===== config.mk =====
export PLATFORM = sky130hd
export DESIGN_NAME = exec_cluster
export DESIGN_NICKNAME = d
export VERILOG_FILES = /design/src/exec_pkg.sv /design/src/instr_decoder.sv /design/src/exec_lane.sv /design/src/bundle_retire.sv /design/src/exec_cluster.sv
export VERILOG_INCLUDE_DIRS = /design/src /design/src/src
export SDC_FILE = /design/constraint.sdc
export NUM_CORES = 1
export LEC_CHECK = 0
export ABC_CLOCK_PERIOD_IN_PS = 5800
export BUFFER_PORTS_ARGS = -buffer_cell sky130_fd_sc_hd__buf_2
export CAP_MARGIN = 25
export CORE_ASPECT_RATIO = 1.1
export CORE_MARGIN = 2
export CORE_UTILIZATION = 48
export CTS_CLUSTER_SIZE = 10
export DETAILED_ROUTE_END_ITERATION = 12
export PLACE_DENSITY = 0.68
export SETUP_SLACK_MARGIN = 0.05
export SLEW_MARGIN = 20
export SYNTH_ARGS = -nofsm -noshare
export SYNTH_HDL_FRONTEND = slang
export SYNTH_SLANG_ARGS = --single-unit

===== constraint.sdc =====
create_clock -name clk -period 5.8 [get_ports clk]
set_clock_uncertainty 0.1 [all_clocks]
set_input_delay 0.58 -clock clk [delete_from_list [all_inputs] [get_ports clk]]
set_output_delay 0.58 -clock clk [all_outputs]
set_load 0.1 [all_outputs]

===== src/exec_consts.svh =====
`ifndef EXEC_CONSTS_SVH
`define EXEC_CONSTS_SVH

// Datapath and instruction word width
`define EXEC_DATA_W 16

// Instructions issued together in one bundle
// 1, 2 and 4 are the supported lane counts
`define EXEC_NUM_LANES 2

// Cycles from a sampled in_valid to out_valid
// Decode, execute and retire each add one register stage
`define EXEC_LATENCY 3

// Byte distance between consecutive instructions
`define EXEC_INSTR_BYTES 2

`endif


===== src/exec_pkg.sv =====
`default_nettype none

package exec_pkg;

  // Major opcode, instruction bits 15..11
  // Memory, LBI and linking jumps are not handled by this cluster
  typedef enum logic [4:0] {
    OP_HALT  = 5'b00000,
    OP_NOP   = 5'b00001,
    OP_J     = 5'b00100,
    OP_JR    = 5'b00101,
    OP_ADDI  = 5'b01000,
    OP_SUBI  = 5'b01001,
    OP_XORI  = 5'b01010,
    OP_ANDNI = 5'b01011,
    OP_BEQZ  = 5'b01100,
    OP_BNEZ  = 5'b01101,
    OP_BLTZ  = 5'b01110,
    OP_BGEZ  = 5'b01111,
    OP_SLBI  = 5'b10010,
    OP_ROLI  = 5'b10100,
    OP_SLLI  = 5'b10101,
    OP_RORI  = 5'b10110,
    OP_SRLI  = 5'b10111,
    OP_BTR   = 5'b11001,
    OP_SHIFT = 5'b11010,
    OP_ARITH = 5'b11011,
    OP_SEQ   = 5'b11100,
    OP_SLT   = 5'b11101,
    OP_SLE   = 5'b11110,
    OP_SCO   = 5'b11111
  } exec_op_e;

  // Low two bits follow the func field / opcode bits 12..11
  typedef enum logic [2:0] {
    ALU_ADD, ALU_SUB, ALU_XOR, ALU_ANDN,
    ALU_ROL, ALU_SLL, ALU_ROR, ALU_SRL
  } alu_fn_e;

  typedef enum logic [1:0] {B_REG, B_IMM, B_ZERO} b_sel_e;

  typedef enum logic [1:0] {RES_ALU, RES_SLBI, RES_BTR, RES_COND} res_sel_e;

  // Set conditions, taken straight from opcode bits 12..11
  typedef enum logic [1:0] {CND_EQ, CND_LT, CND_LE, CND_CO} cond_e;

  // Same codes read as branch conditions on the register operand
  localparam cond_e CND_EQZ = CND_EQ;
  localparam cond_e CND_NEZ = CND_LT;
  localparam cond_e CND_LTZ = CND_LE;
  localparam cond_e CND_GEZ = CND_CO;

  typedef enum logic [1:0] {BR_NONE, BR_COND, BR_DISP, BR_REG} br_kind_e;

endpackage

`default_nettype wire


===== src/instr_decoder.sv =====
`timescale 1ns/100ps
`default_nettype none

`include "exec_consts.svh"

module instr_decoder import exec_pkg::*; #(
  parameter int NUM_LANES = `EXEC_NUM_LANES,
  parameter int DATA_W    = `EXEC_DATA_W
) (
  input  wire                          clk,
  input  wire                          rst,
  input  wire                          in_valid,
  input  wire  [DATA_W-1:0]            pc,
  input  wire  [NUM_LANES*DATA_W-1:0]  instr_bus,
  input  wire  [NUM_LANES*DATA_W-1:0]  data1_bus,
  input  wire  [NUM_LANES*DATA_W-1:0]  data2_bus,
  output logic [NUM_LANES-1:0]         lane_valid,
  output logic [NUM_LANES*DATA_W-1:0]  lane_pc,
  output alu_fn_e  [NUM_LANES-1:0]     alu_fn,
  output b_sel_e   [NUM_LANES-1:0]     b_sel,
  output res_sel_e [NUM_LANES-1:0]     res_sel,
  output cond_e    [NUM_LANES-1:0]     cond_sel,
  output br_kind_e [NUM_LANES-1:0]     br_kind,
  output logic [NUM_LANES*DATA_W-1:0]  imm_b,
  output logic [NUM_LANES*DATA_W-1:0]  imm_br,
  output logic [NUM_LANES*DATA_W-1:0]  op_a,
  output logic [NUM_LANES*DATA_W-1:0]  op_b,
  output logic [NUM_LANES-1:0]         wr_en,
  output logic [NUM_LANES-1:0]         is_halt
);

  logic [NUM_LANES*DATA_W-1:0] lane_pc_d;
  logic [NUM_LANES*DATA_W-1:0] imm_b_d;
  logic [NUM_LANES*DATA_W-1:0] imm_br_d;
  alu_fn_e  [NUM_LANES-1:0]    alu_fn_d;
  b_sel_e   [NUM_LANES-1:0]    b_sel_d;
  res_sel_e [NUM_LANES-1:0]    res_sel_d;
  cond_e    [NUM_LANES-1:0]    cond_sel_d;
  br_kind_e [NUM_LANES-1:0]    br_kind_d;
  logic [NUM_LANES-1:0]        wr_en_d;
  logic [NUM_LANES-1:0]        is_halt_d;

  always_comb begin
    logic [DATA_W-1:0] instr;
    exec_op_e          op;
    logic [DATA_W-1:0] imm5_s, imm5_z, imm8_s, imm8_z, imm11_s;
    for (int i = 0; i < NUM_LANES; i++) begin
      instr   = instr_bus[i*DATA_W +: DATA_W];
      op      = exec_op_e'(instr[15:11]);
      imm5_s  = {{(DATA_W-5){instr[4]}}, instr[4:0]};
      imm5_z  = {{(DATA_W-5){1'b0}}, instr[4:0]};
      imm8_s  = {{(DATA_W-8){instr[7]}}, instr[7:0]};
      imm8_z  = {{(DATA_W-8){1'b0}}, instr[7:0]};
      imm11_s = {{(DATA_W-11){instr[10]}}, instr[10:0]};

      lane_pc_d[i*DATA_W +: DATA_W] = pc + DATA_W'(i * `EXEC_INSTR_BYTES);

      // Anything unrecognised falls through as a non-writing no-op
      alu_fn_d[i]   = ALU_ADD;
      b_sel_d[i]    = B_ZERO;
      res_sel_d[i]  = RES_ALU;
      cond_sel_d[i] = cond_e'(instr[12:11]);
      br_kind_d[i]  = BR_NONE;
      wr_en_d[i]    = 1'b0;
      is_halt_d[i]  = 1'b0;
      imm_b_d[i*DATA_W +: DATA_W]  = imm5_s;
      imm_br_d[i*DATA_W +: DATA_W] = imm8_s;

      case (op)
        OP_HALT: is_halt_d[i] = 1'b1;
        OP_NOP:  wr_en_d[i] = 1'b0;
        OP_ADDI, OP_SUBI: begin
          alu_fn_d[i] = alu_fn_e'({1'b0, instr[12:11]});
          b_sel_d[i]  = B_IMM;
          wr_en_d[i]  = 1'b1;
        end
        // Logical immediates are zero extended
        OP_XORI, OP_ANDNI: begin
          alu_fn_d[i] = alu_fn_e'({1'b0, instr[12:11]});
          b_sel_d[i]  = B_IMM;
          imm_b_d[i*DATA_W +: DATA_W] = imm5_z;
          wr_en_d[i]  = 1'b1;
        end
        OP_ROLI, OP_SLLI, OP_RORI, OP_SRLI: begin
          alu_fn_d[i] = alu_fn_e'({1'b1, instr[12:11]});
          b_sel_d[i]  = B_IMM;
          wr_en_d[i]  = 1'b1;
        end
        OP_ARITH, OP_SHIFT: begin
          alu_fn_d[i] = alu_fn_e'({~instr[11], instr[1:0]});
          b_sel_d[i]  = B_REG;
          wr_en_d[i]  = 1'b1;
        end
        OP_SLBI: begin
          res_sel_d[i] = RES_SLBI;
          imm_b_d[i*DATA_W +: DATA_W] = imm8_z;
          wr_en_d[i]   = 1'b1;
        end
        OP_BTR: begin
          res_sel_d[i] = RES_BTR;
          wr_en_d[i]   = 1'b1;
        end
        // Carry test needs the sum, the others the difference
        OP_SEQ, OP_SLT, OP_SLE, OP_SCO: begin
          alu_fn_d[i]  = (op == OP_SCO) ? ALU_ADD : ALU_SUB;
          b_sel_d[i]   = B_REG;
          res_sel_d[i] = RES_COND;
          wr_en_d[i]   = 1'b1;
        end
        OP_BEQZ, OP_BNEZ, OP_BLTZ, OP_BGEZ: br_kind_d[i] = BR_COND;
        OP_J: begin
          br_kind_d[i] = BR_DISP;
          imm_br_d[i*DATA_W +: DATA_W] = imm11_s;
        end
        OP_JR: br_kind_d[i] = BR_REG;
        default: wr_en_d[i] = 1'b0;
      endcase
    end
  end

  always_ff @(posedge clk) begin
    if (rst) begin
      lane_valid <= '0;
      wr_en      <= '0;
      is_halt    <= '0;
    end else begin
      lane_valid <= {NUM_LANES{in_valid}};
      wr_en      <= wr_en_d;
      is_halt    <= is_halt_d;
    end
  end

  // Payload and steering levels
  always_ff @(posedge clk) begin
    lane_pc  <= lane_pc_d;
    alu_fn   <= alu_fn_d;
    b_sel    <= b_sel_d;
    res_sel  <= res_sel_d;
    cond_sel <= cond_sel_d;
    br_kind  <= br_kind_d;
    imm_b    <= imm_b_d;
    imm_br   <= imm_br_d;
    op_a     <= data1_bus;
    op_b     <= data2_bus;
  end

endmodule

`default_nettype wire


===== src/exec_lane.sv =====
`timescale 1ns/100ps
`default_nettype none

`include "exec_consts.svh"

module exec_lane import exec_pkg::*; #(
  parameter int DATA_W = `EXEC_DATA_W
) (
  input  wire                clk,
  input  wire                rst,
  input  wire                lane_valid,
  input  wire  [DATA_W-1:0]  lane_pc,
  input  wire  alu_fn_e      alu_fn,
  input  wire  b_sel_e       b_sel,
  input  wire  res_sel_e     res_sel,
  input  wire  cond_e        cond_sel,
  input  wire  br_kind_e     br_kind,
  input  wire  [DATA_W-1:0]  imm_b,
  input  wire  [DATA_W-1:0]  imm_br,
  input  wire  [DATA_W-1:0]  op_a,
  input  wire  [DATA_W-1:0]  op_b,
  input  wire                wr_en,
  input  wire                is_halt,
  output logic               res_valid,
  output logic [DATA_W-1:0]  result,
  output logic               res_wr,
  output logic               redirect,
  output logic [DATA_W-1:0]  target,
  output logic               res_halt,
  output logic [DATA_W-1:0]  res_pc
);

  localparam int SH_W = $clog2(DATA_W);

  logic [DATA_W-1:0] b_opnd;
  logic [DATA_W-1:0] b_eff;
  logic [DATA_W-1:0] alu_sum;
  logic [DATA_W-1:0] alu_out;
  logic [DATA_W-1:0] slbi_out;
  logic [DATA_W-1:0] btr_out;
  logic [DATA_W-1:0] cond_out;
  logic [DATA_W-1:0] res_mux;
  logic [DATA_W-1:0] br_base;
  logic [DATA_W-1:0] br_target;
  logic [SH_W-1:0]   sh_amt;
  logic              is_sub;
  logic              carry_out;
  logic              flag_z, flag_n, flag_v;
  logic              set_bit;
  logic              br_taken;
  logic              take_flow;

  always_comb begin
    case (b_sel)
      B_REG:   b_opnd = op_b;
      B_IMM:   b_opnd = imm_b;
      B_ZERO:  b_opnd = '0;
      default: b_opnd = '0;
    endcase
  end

  // Subtract as A + ~B + 1
  assign is_sub = (alu_fn == ALU_SUB);
  assign b_eff  = is_sub ? ~b_opnd : b_opnd;
  assign {carry_out, alu_sum} = {1'b0, op_a} + {1'b0, b_eff} + (DATA_W+1)'(is_sub);

  assign flag_z = (alu_sum == '0);
  assign flag_n = alu_sum[DATA_W-1];
  // Signed overflow when both addends agree in sign and the sum does not
  assign flag_v = (op_a[DATA_W-1] == b_eff[DATA_W-1]) &&
                  (alu_sum[DATA_W-1] != op_a[DATA_W-1]);

  assign sh_amt = b_opnd[SH_W-1:0];

  always_comb begin
    case (alu_fn)
      ALU_ADD, ALU_SUB: alu_out = alu_sum;
      ALU_XOR:          alu_out = op_a ^ b_opnd;
      ALU_ANDN:         alu_out = op_a & ~b_opnd;
      ALU_ROL:          alu_out = (op_a << sh_amt) | (op_a >> (DATA_W - sh_amt));
      ALU_SLL:          alu_out = op_a << sh_amt;
      ALU_ROR:          alu_out = (op_a >> sh_amt) | (op_a << (DATA_W - sh_amt));
      ALU_SRL:          alu_out = op_a >> sh_amt;
      default:          alu_out = alu_sum;
    endcase
  end

  // imm_b holds the zero extended byte here
  assign slbi_out = (op_a << 8) | imm_b;

  always_comb begin
    for (int i = 0; i < DATA_W; i++) begin
      btr_out[i] = op_a[DATA_W-1-i];
    end
  end

  // Signed compare uses N xor V so overflow does not flip the answer
  always_comb begin
    set_bit = 1'b0;
    case (cond_sel)
      CND_EQ: set_bit = flag_z;
      CND_LT: set_bit = flag_n ^ flag_v;
      CND_LE: set_bit = flag_z | (flag_n ^ flag_v);
      CND_CO: set_bit = carry_out;
      default: set_bit = 1'b0;
    endcase
  end

  assign cond_out = {{(DATA_W-1){1'b0}}, set_bit};

  always_comb begin
    case (res_sel)
      RES_ALU:  res_mux = alu_out;
      RES_SLBI: res_mux = slbi_out;
      RES_BTR:  res_mux = btr_out;
      RES_COND: res_mux = cond_out;
      default:  res_mux = alu_out;
    endcase
  end

  // Branch test on the register value itself
  always_comb begin
    br_taken = 1'b0;
    case (cond_sel)
      CND_EQZ: br_taken = (op_a == '0);
      CND_NEZ: br_taken = (op_a != '0);
      CND_LTZ: br_taken = op_a[DATA_W-1];
      CND_GEZ: br_taken = ~op_a[DATA_W-1];
      default: br_taken = 1'b0;
    endcase
  end

  // JR adds to the register, everything else to PC + 2
  assign br_base   = (br_kind == BR_REG) ? op_a : lane_pc + DATA_W'(`EXEC_INSTR_BYTES);
  assign br_target = br_base + imm_br;
  assign take_flow = ((br_kind == BR_COND) && br_taken) ||
                     (br_kind == BR_DISP) || (br_kind == BR_REG);

  always_ff @(posedge clk) begin
    if (rst) begin
      res_valid <= 1'b0;
      res_wr    <= 1'b0;
      redirect  <= 1'b0;
      res_halt  <= 1'b0;
    end else begin
      res_valid <= lane_valid;
      res_wr    <= lane_valid & wr_en;
      redirect  <= lane_valid & take_flow;
      res_halt  <= lane_valid & is_halt;
    end
  end

  always_ff @(posedge clk) begin
    result <= res_mux;
    target <= br_target;
    res_pc <= lane_pc;
  end

endmodule

`default_nettype wire


===== src/bundle_retire.sv =====
`timescale 1ns/100ps
`default_nettype none

`include "exec_consts.svh"

module bundle_retire #(
  parameter int NUM_LANES = `EXEC_NUM_LANES,
  parameter int DATA_W    = `EXEC_DATA_W
) (
  input  wire                          clk,
  input  wire                          rst,
  input  wire  [NUM_LANES-1:0]         res_valid,
  input  wire  [NUM_LANES*DATA_W-1:0]  result,
  input  wire  [NUM_LANES-1:0]         res_wr,
  input  wire  [NUM_LANES-1:0]         redirect,
  input  wire  [NUM_LANES*DATA_W-1:0]  target,
  input  wire  [NUM_LANES-1:0]         res_halt,
  input  wire  [NUM_LANES*DATA_W-1:0]  res_pc,
  output logic                         out_valid,
  output logic [NUM_LANES-1:0]         wb_en,
  output logic [NUM_LANES*DATA_W-1:0]  wb_data,
  output logic [DATA_W-1:0]            next_pc,
  output logic                         halted
);

  logic [NUM_LANES-1:0] wb_en_d;
  logic [DATA_W-1:0]    next_pc_d;
  logic                 halted_d;

  // Walk up from lane 0 and stop at the first lane that leaves the bundle
  always_comb begin
    logic stop;
    stop      = 1'b0;
    wb_en_d   = '0;
    halted_d  = 1'b0;
    next_pc_d = res_pc[0 +: DATA_W] + DATA_W'(NUM_LANES * `EXEC_INSTR_BYTES);
    for (int i = 0; i < NUM_LANES; i++) begin
      if (!stop) begin
        wb_en_d[i] = res_valid[i] & res_wr[i];
        if (redirect[i]) begin
          next_pc_d = target[i*DATA_W +: DATA_W];
          stop      = 1'b1;
        end else if (res_halt[i]) begin
          // Halt parks the PC on itself
          next_pc_d = res_pc[i*DATA_W +: DATA_W];
          halted_d  = 1'b1;
          stop      = 1'b1;
        end
      end
    end
  end

  always_ff @(posedge clk) begin
    if (rst) begin
      out_valid <= 1'b0;
      wb_en     <= '0;
      halted    <= 1'b0;
    end else begin
      out_valid <= res_valid[0];
      wb_en     <= wb_en_d;
      halted    <= halted_d;
    end
  end

  always_ff @(posedge clk) begin
    wb_data <= result;
    next_pc <= next_pc_d;
  end

endmodule

`default_nettype wire


===== src/exec_cluster.sv =====
`timescale 1ns/100ps
`default_nettype none

`include "exec_consts.svh"

module exec_cluster import exec_pkg::*; (
  input  wire                                       clk,
  input  wire                                       rst,
  input  wire                                       in_valid,
  input  wire  [`EXEC_DATA_W-1:0]                   pc,
  input  wire  [`EXEC_NUM_LANES*`EXEC_DATA_W-1:0]   instr_bus,
  input  wire  [`EXEC_NUM_LANES*`EXEC_DATA_W-1:0]   data1_bus,
  input  wire  [`EXEC_NUM_LANES*`EXEC_DATA_W-1:0]   data2_bus,
  output wire                                       out_valid,
  output wire  [`EXEC_NUM_LANES-1:0]                wb_en,
  output wire  [`EXEC_NUM_LANES*`EXEC_DATA_W-1:0]   wb_data,
  output wire  [`EXEC_DATA_W-1:0]                   next_pc,
  output wire                                       halted
);

  localparam int N = `EXEC_NUM_LANES;
  localparam int W = `EXEC_DATA_W;

  // Decode to execute
  logic [N-1:0]     lane_valid;
  logic [N*W-1:0]   lane_pc;
  alu_fn_e  [N-1:0] alu_fn;
  b_sel_e   [N-1:0] b_sel;
  res_sel_e [N-1:0] res_sel;
  cond_e    [N-1:0] cond_sel;
  br_kind_e [N-1:0] br_kind;
  logic [N*W-1:0]   imm_b, imm_br, op_a, op_b;
  logic [N-1:0]     wr_en, is_halt;

  // Execute to retire
  logic [N-1:0]     res_valid, res_wr, redirect, res_halt;
  logic [N*W-1:0]   result, target, res_pc;

  instr_decoder #(.NUM_LANES(N), .DATA_W(W)) instr_decoder_inst (
    .clk(clk), .rst(rst), .in_valid(in_valid), .pc(pc),
    .instr_bus(instr_bus), .data1_bus(data1_bus), .data2_bus(data2_bus),
    .lane_valid(lane_valid), .lane_pc(lane_pc), .alu_fn(alu_fn), .b_sel(b_sel),
    .res_sel(res_sel), .cond_sel(cond_sel), .br_kind(br_kind),
    .imm_b(imm_b), .imm_br(imm_br), .op_a(op_a), .op_b(op_b),
    .wr_en(wr_en), .is_halt(is_halt)
  );

  for (genvar i = 0; i < N; i++) begin : g_lane
    exec_lane #(.DATA_W(W)) exec_lane_inst (
      .clk(clk), .rst(rst),
      .lane_valid(lane_valid[i]), .lane_pc(lane_pc[i*W +: W]),
      .alu_fn(alu_fn[i]), .b_sel(b_sel[i]), .res_sel(res_sel[i]),
      .cond_sel(cond_sel[i]), .br_kind(br_kind[i]),
      .imm_b(imm_b[i*W +: W]), .imm_br(imm_br[i*W +: W]),
      .op_a(op_a[i*W +: W]), .op_b(op_b[i*W +: W]),
      .wr_en(wr_en[i]), .is_halt(is_halt[i]),
      .res_valid(res_valid[i]), .result(result[i*W +: W]), .res_wr(res_wr[i]),
      .redirect(redirect[i]), .target(target[i*W +: W]),
      .res_halt(res_halt[i]), .res_pc(res_pc[i*W +: W])
    );
  end

  bundle_retire #(.NUM_LANES(N), .DATA_W(W)) bundle_retire_inst (
    .clk(clk), .rst(rst),
    .res_valid(res_valid), .result(result), .res_wr(res_wr),
    .redirect(redirect), .target(target), .res_halt(res_halt), .res_pc(res_pc),
    .out_valid(out_valid), .wb_en(wb_en), .wb_data(wb_data),
    .next_pc(next_pc), .halted(halted)
  );

endmodule

`default_nettype wire


==> flow_summary.toml, run 1 <==
[clock_network]
clkLatencyLatePin_ns = 0.57
cts_tree = "built"
cts_resized = 0
htree_levels = 2
cts_buffers = 39
root_buffer = "clkbuf_16"
cts_setup_buffers = 0
clk_path_buf_depth = 3
clock_sinks = 306
clkTransAtPathRegs_ns = 0.07

[critical_path]
critPathArrivalTime_ns = 5.02
end_kind = "flop"
path_class = "flop to flop"
path_max_fanout = 8
required_ns = 6.20
crit_family = "simple AND/OR/NAND/NOR gates"
cp.buffers_inverters = 0
slowest_delay_ns = 0.87
crit_path_top_delay_cell = "nor3b_2"
cp-start-kind = "flop"
cp_cell_sequence = "nor3b_2, o21ai_0, nand2_1, fa_1, nand3_1, a21oi_1, nor2_1, a22oi_1, xnor2_1, o211ai_1, or4_1, nor3b_1, a41o_1, o221a_2"

[placed_design]
place.gp.congestion = 1.02
dp.cells = 2927
port_buffers = 166
hpwl_mm = 55.3

[logic_synthesis]
ys_dominant_reg_cell = "dfxtp_1"
ys_ff_latch = 306
synthArstFlopShare = 0
syn_area_um2 = 19100
synth_area_per_cell_um2 = 8.17
synth-edff-count = 0
synth_nets = 2552
netlist_instances = 2331
yosys_warnings = 0
yosysSeqAreaShare = 0.321
yosysUniqueCellTypes = 79

[routing]
vias = 18700
ant_nets = 0
drt_iter0_drc = 1999
routed_wirelength_mm = 74.4
viasPerCell = 6.24
drt_pass1_iterations = 6
drcViolationCount = 0
wire_per_inst_um = 24.8

[die]
die_area_um2 = 41300
core_region_area_um2 = 39200
io_pins = 167
die_h_um = 213
start_util = 0.486
die_w_um = 194
rows = 76

[timing]
layout_min_cycle_time_ns = 4.62
rsz0062_at_grt = "false"
timing.fmax_ghz = 0.216
min_period_over_period = 0.797
setup_tns_ns = 0
relSlewSlack = 0.275
setup_violations = 0
drv_slew = 0
hold_violations = 0
worstMarginPinSlew_ns = 1.08

[cells_and_area]
num-nets-final = 2704
drive_above_1_share = 0.156
instances_no_fill = 3002
fill_cells = 3699
final_common_cell = "dfxtp_1"
area.growth.synth_to_final_pct = 14.2
final_cell_mix = "dfxtp_1 (306), nor2_1 (247), nand2_1 (223), a21oi_1 (222), o21ai_0 (172)"

[global_route]
grt_pass1_wl_mm = 110
grt.total_usage = 0.351
grt.overflow.total = 0
grt_busiest_layer = "met2"
grt_max_degree = 35
use_met3 = 0.0787
grt_util_met1 = 0.429
antenna_found_initial = 2
met2_usage = 0.581
grt_pass1_vias = 18000

[run_status]
status = "finished, final reports clean"

[pwr]
p_leak_nw = 9.16
irDropWorstVdd_v = 0.000337
pwr_density_cell_nw_per_um2 = 345

[job]
cap_violations = 0

[min_path]
min_path_type = "input pin to flop"
[cells in the mapped netlist, types with 5 or more instances]
cell / number / area [um2]
a31oi_1: 32 / 200
and3_1: 27 / 169
clkbuf_1: 97 / 364
a22oi_1: 20 / 150
mux4_2: 23 / 518
o2111ai_1: 6 / 52.6
xnor2_1: 89 / 780
ha_1: 102 / 1280
o21ai_0: 172 / 861
a21oi_1: 222 / 1110
a21boi_0: 5 / 37.5
o21ai_1: 7 / 35.0
a211oi_1: 25 / 188
nor2_1: 248 / 931
or2_2: 14 / 87.6
buf_1: 15 / 56.3
o31ai_1: 9 / 67.6
nand2_1: 223 / 837
o221ai_1: 13 / 114
o21a_1: 12 / 90.1
a311oi_1: 5 / 43.8
nand2b_1: 18 / 113
inv_2: 5 / 18.8
buf_2: 18 / 90.1
a21o_1: 21 / 158
nor3_1: 43 / 215
o21bai_1: 8 / 60.1
o22ai_1: 18 / 113
mux2_2: 45 / 507
xor2_1: 56 / 490
a221o_1: 9 / 90.1
nand3_1: 75 / 375
inv_1: 61 / 229
mux2i_1: 101 / 1010
nor4_1: 17 / 106
and2_1: 8 / 50.1
dfxtp_1: 306 / 6130
nand4_1: 9 / 56.3
o31a_1: 5 / 43.8
buf_4: 8 / 60.1
a221oi_1: 13 / 114
nor2b_1: 16 / 100
o211ai_1: 28 / 210
a2111oi_0: 8 / 70.1
[layout make-up]
type / instances / area, um2 / area share
multi-input combinational: 1816 / 12100 / 0.556
sequential: 306 / 6130 / 0.281
timing repair buffer: 251 / 1530 / 0.0701
clock buffer: 43 / 991 / 0.0455
tap: 507 / 634 / 0.0291
inverter: 69 / 259 / 0.0119
clock inverter: 9 / 126 / 0.00580
antenna: 1 / 2.50 / 0.000115
[routing by layer]
metal	part of all wire	wire [um]
met1	0.40	29600
met2	0.46	33900
met3	0.087	6510
met4	0.060	4440
met5	0	0
[worst paths after layout]
| path | slack (ns) | depth (start not counted) | end | start |
|---|---|---|---|---|
| hold / removal | 0.02 | 1 | instr_decoder_inst.op_a[22]$_DFF_P_ | data1_bus[22] |
| hold reg to reg | 0.22 | 0 | bundle_retire_inst.wb_data[27]$_DFF_P_ | g_lane[1].exec_lane_inst.result[11]$_DFF_P_ |
| setup / recovery | 1.18 | 14 | g_lane[0].exec_lane_inst.result[0]$_DFF_P_ | instr_decoder_inst.alu_fn[1]$_DFF_P_ |
| setup reg to reg | 1.18 | 14 | g_lane[0].exec_lane_inst.result[0]$_DFF_P_ | instr_decoder_inst.alu_fn[1]$_DFF_P_ |
[where the power goes]
| part | internal, mW | total [mW] | switching, mW |
|---|---|---|---|
| Clock | 1.30 | 2.21 | 0.908 |
| Sequential | 2.39 | 2.59 | 0.193 |
| Combinational | 0.843 | 2.72 | 1.87 |
| Total | 4.53 | 7.51 | 2.97 |
[cells by family (layout without fill, tap and decap cells)]
family | count (synthesis) | count (layout) | share of synthesized area
other | 0 | 1 | 0
XOR/XNOR | 148 | 148 | 0.0692
buffers and inverters | 209 | 372 | 0.0441
adder cells (fa/ha/maj) | 106 | 106 | 0.0712
AND/OR/NAND/NOR | 721 | 721 | 0.170
flip-flops | 306 | 306 | 0.321
multiplexers | 169 | 169 | 0.107
AO/OA/AOI/OAI | 672 | 672 | 0.217
[state kept, by name, summed over array words and instances, names as in the netlist, 16 cells and up]
name,cells
bundle_retire_inst.wb_data,32
g_lane.exec_lane_inst.result,32
g_lane.exec_lane_inst.target,32
instr_decoder_inst.op_a,32
instr_decoder_inst.op_b,32
g_lane.exec_lane_inst.res_pc,31
instr_decoder_inst.lane_pc,31
instr_decoder_inst.imm_b,18
bundle_retire_inst.next_pc,16
[timing repair]
item	in CTS	in global routing
hold buffers	20	0
setup endpoints to repair	0	0
endpoints found under the hold margin	20	0
[through the flow]
step / power (mW) / utilization / instance area, um2 / setup WS (ns) / hold WS (ns)
global route: 7.81 / 0.556 / 21800 / 0.954 / 0.00570
floorplan: 4.52 / - / 19100 / 1.44 / 0.210
finish: 7.51 / 0.556 / 21800 / 1.18 / 0.0182
CTS: 7.50 / 0.555 / 21700 / 1.29 / 0.00118
global placement: 5.25 / 0.521 / 20400 / 1.37 / 0.209
detailed placement: 5.26 / 0.521 / 20400 / 1.32 / 0.212
No activity file was read; power rests on OpenSTA's default activity.
==> run 2: changes to the inputs <==
--- a/config.mk
+++ b/config.mk
@@ -6,7 +6,7 @@
 export SDC_FILE = /design/constraint.sdc
 export NUM_CORES = 1
 export LEC_CHECK = 0
-export ABC_CLOCK_PERIOD_IN_PS = 5800
+export ABC_CLOCK_PERIOD_IN_PS = 4000
 export BUFFER_PORTS_ARGS = -buffer_cell sky130_fd_sc_hd__buf_2
 export CAP_MARGIN = 25
 export CORE_ASPECT_RATIO = 1.1
@@ -14,7 +14,7 @@
 export CORE_UTILIZATION = 48
 export CTS_CLUSTER_SIZE = 10
 export DETAILED_ROUTE_END_ITERATION = 12
-export PLACE_DENSITY = 0.68
+export PLACE_DENSITY = 0.71
 export SETUP_SLACK_MARGIN = 0.05
 export SLEW_MARGIN = 20
 export SYNTH_ARGS = -nofsm -noshare
==> constraint.sdc (replaced) <==
create_clock -name clk -period 4 [get_ports clk]
set_clock_uncertainty 0.1 [all_clocks]
set_input_delay 0.4 -clock clk [delete_from_list [all_inputs] [get_ports clk]]
set_output_delay 0.4 -clock clk [all_outputs]
set_load 0.1 [all_outputs]
==> run 2 against run 1 <==
Compared with the run above: worst hold slack gained 0.060 ns; sequential share of layout area shrank 1.9 points; cell count grew 5.9%; critical path depth grew 1; setup slack lost 1.0 ns; clock power grew 46%; non-clock buffer count grew 170; count of clock-buffer cells in the layout grew 4; via count grew 5.1%.
==> flow_summary.toml, run 2 (same netlist as run 1, synthesis figures left out) <==
[cells_and_area]
fill_cells = 3462
drive_above_1_share = 0.184
area.growth.synth_to_final_pct = 22.7
num-nets-final = 2874
final_cell_mix = "dfxtp_1 (302), nor2_1 (245), a21oi_1 (222), nand2_1 (221), o21ai_0 (169)"
seq_area_um2 = 6140
final_common_cell = "dfxtp_1"
multiInputGateArea_um2 = 12200

[routing]
drt_iter0_drc = 2279
vias = 19700
routed_wirelength_mm = 78.9
ant_nets = 0
wire_per_inst_um = 24.8
viasPerCell = 6.20
drt_pass1_iterations = 6
drcViolationCount = 0

[critical_path]
cp-start-kind = "flop"
path_class = "flop to flop"
crit_path_top_delay_cell = "or4_1"
required_ns = 4.39
r2r_slack_ns = 0.14
timing.rr.end = "g_lane[1].exec_lane_inst.result[0]$_DFF_P_"
reg2regPathDepth = 15
r2r-start = "instr_decoder_inst.b_sel[2]$_DFF_P_"
end_kind = "flop"
slowest_delay_ns = 0.53
path_max_fanout = 9
cp_cell_sequence = "buf_4, mux2i_1, or2_2, xor2_1, ha_1, a21o_1, a21oi_4, nand2_1, o211ai_2, nand2b_1, xor2_1, or4_1, or4_1, o211a_1, o21ai_1"
critPathArrivalTime_ns = 4.25

[pwr]
pwr_density_cell_nw_per_um2 = 482
irDropWorstVdd_v = 0.000403
p_leak_nw = 9.95
p_sw_frac = 0.404
seqPwrFrac = 0.330
p_int_mw = 6.70
p_comb_frac = 0.384
power.switching_mw = 4.55
clkPwrFrac = 0.286

[timing]
hold_violations = 0
timing.fmax_ghz = 0.259
hold_ws_ns = 0.0785
worstMarginPinSlew_ns = 0.958
setup_tns_ns = 0
drv_slew = 0
relSlewSlack = 0.358
rsz0062_at_grt = "true"
setup_violations = 0
layout_min_cycle_time_ns = 3.86
min_period_over_period = 0.965

[global_route]
use_met3 = 0.101
grt_pass1_vias = 18800
antenna_found_initial = 2
grt.total_usage = 0.372
grt_pass1_wl_mm = 117
met2_usage = 0.584
grt_util_met1 = 0.479
grt_max_degree = 33
grt_busiest_layer = "met2"
grt.overflow.total = 0

[clock_network]
cts_buffers = 39
clock_sinks = 306
clk_path_buf_depth = 3
cts_tree = "built"
clkLatencyLatePin_ns = 0.59
root_buffer = "clkbuf_16"
htree_levels = 2
clkTransAtPathRegs_ns = 0.06

[placed_design]
place.gp.congestion = 1.04
port_buffers = 166
hpwl_mm = 58.9

[die]
core_region_area_um2 = 39200
start_util = 0.486
die_area_um2 = 41300
rows = 76
die_h_um = 213
io_pins = 167
die_w_um = 194

[min_path]
holdPathStages = 3
hold_end = "instr_decoder_inst.res_sel[1]$_DFF_P_"
hp-start = "instr_bus[13]"
min_path_type = "input pin to flop"

[run_status]
status = "finished, final reports clean"

[job]
cap_violations = 0
## run 2: cell count changes in the layout (fill, tap and decap cells not counted), sizes merged, moves of 2 or more
cell,change
dlygate4sd3,+87
buf,+83
clkbuf,+4
diode,+3
bufinv,-2
## run 2: layer usage
layer	up-vias	wire [um]
li1	9025	-
met1	9202	31700
met2	1217	34500
met3	250	8600
met4	0	4120
met5	-	0
## run 2: timing repair
item                                    in CTS  in global routing
hold endpoints to repair                   124                  0
gates resized for setup                      3                 22
setup buffers                                0                  3
endpoints found under the setup margin       2                  5
hold buffers                               107                  0
pin swaps                                    0                  3
## run 2: final cells by class
class,count,area share
flip-flops and latches,306,0.263
well taps,507,0.0271
clock buffers,47,0.0435
multi-input cells,1816,0.521
inverters,69,0.0112
repair buffers,421,0.129
diodes,4,0.000428
clock inverters,9,0.00498
## run 2: power by group through the flow
stage,Combinational (mW),Sequential [mW],Clock (mW)
global route,4.55,3.74,3.38
global placement,4.08,3.77,0
detailed placement,4.08,3.77,0
finish,4.32,3.72,3.22
floorplan,2.07,4.49,0
CTS,4.18,3.71,3.25
## run 2: per-stage QoR
stage / setup slack, ns / utilization / cell area (um2) / power (mW) / instances
floorplan: -0.0293 / - / 19100 / 6.55 / 2331
global placement: 0.0855 / 0.537 / 21000 / 7.85 / 3008
detailed placement: -0.00664 / 0.537 / 21000 / 7.85 / 3008
CTS: 0.0844 / 0.593 / 23200 / 11.1 / 3171
global route: -0.0493 / 0.596 / 23400 / 11.7 / 3176
finish: 0.141 / 0.597 / 23400 / 11.3 / 3179
## run 2: how the worst max path moves through the flow
stage	from	to	slack, ns	cells past startpoint
finish	instr_decoder_inst.b_sel[2]$_DFF_P_	g_lane[1].exec_lane_inst.result[0]$_DFF_P_	0.14	15
global route	instr_decoder_inst.b_sel[2]$_DFF_P_	g_lane[1].exec_lane_inst.result[0]$_DFF_P_	-0.05	15
CTS	instr_decoder_inst.imm_b[20]$_DFF_P_	g_lane[1].exec_lane_inst.result[0]$_DFF_P_	0.08	14
detailed placement	instr_decoder_inst.b_sel[2]$_DFF_P_	g_lane[1].exec_lane_inst.result[0]$_DFF_P_	-0.007	15
global placement	instr_decoder_inst.b_sel[2]$_DFF_P_	g_lane[1].exec_lane_inst.result[0]$_DFF_P_	0.09	15
floorplan	instr_decoder_inst.alu_fn[5]$_DFF_P_	g_lane[1].exec_lane_inst.result[0]$_DFF_P_	-0.03	17
## run 2: worst max-delay path: cells and delay by family (launching register included)
| family | cells | cell delay (ns) |
|---|---|---|
| xor gates and xnor gates | 2 | 0.32 |
| AOI/OAI and AO/OA | 5 | 1.01 |
| DFF | 1 | 0.38 |
| buffers and inverters | 1 | 0.17 |
| muxes | 1 | 0.11 |
| and+or+nand+nor | 5 | 1.49 |
| adders and majority gates | 1 | 0.20 |
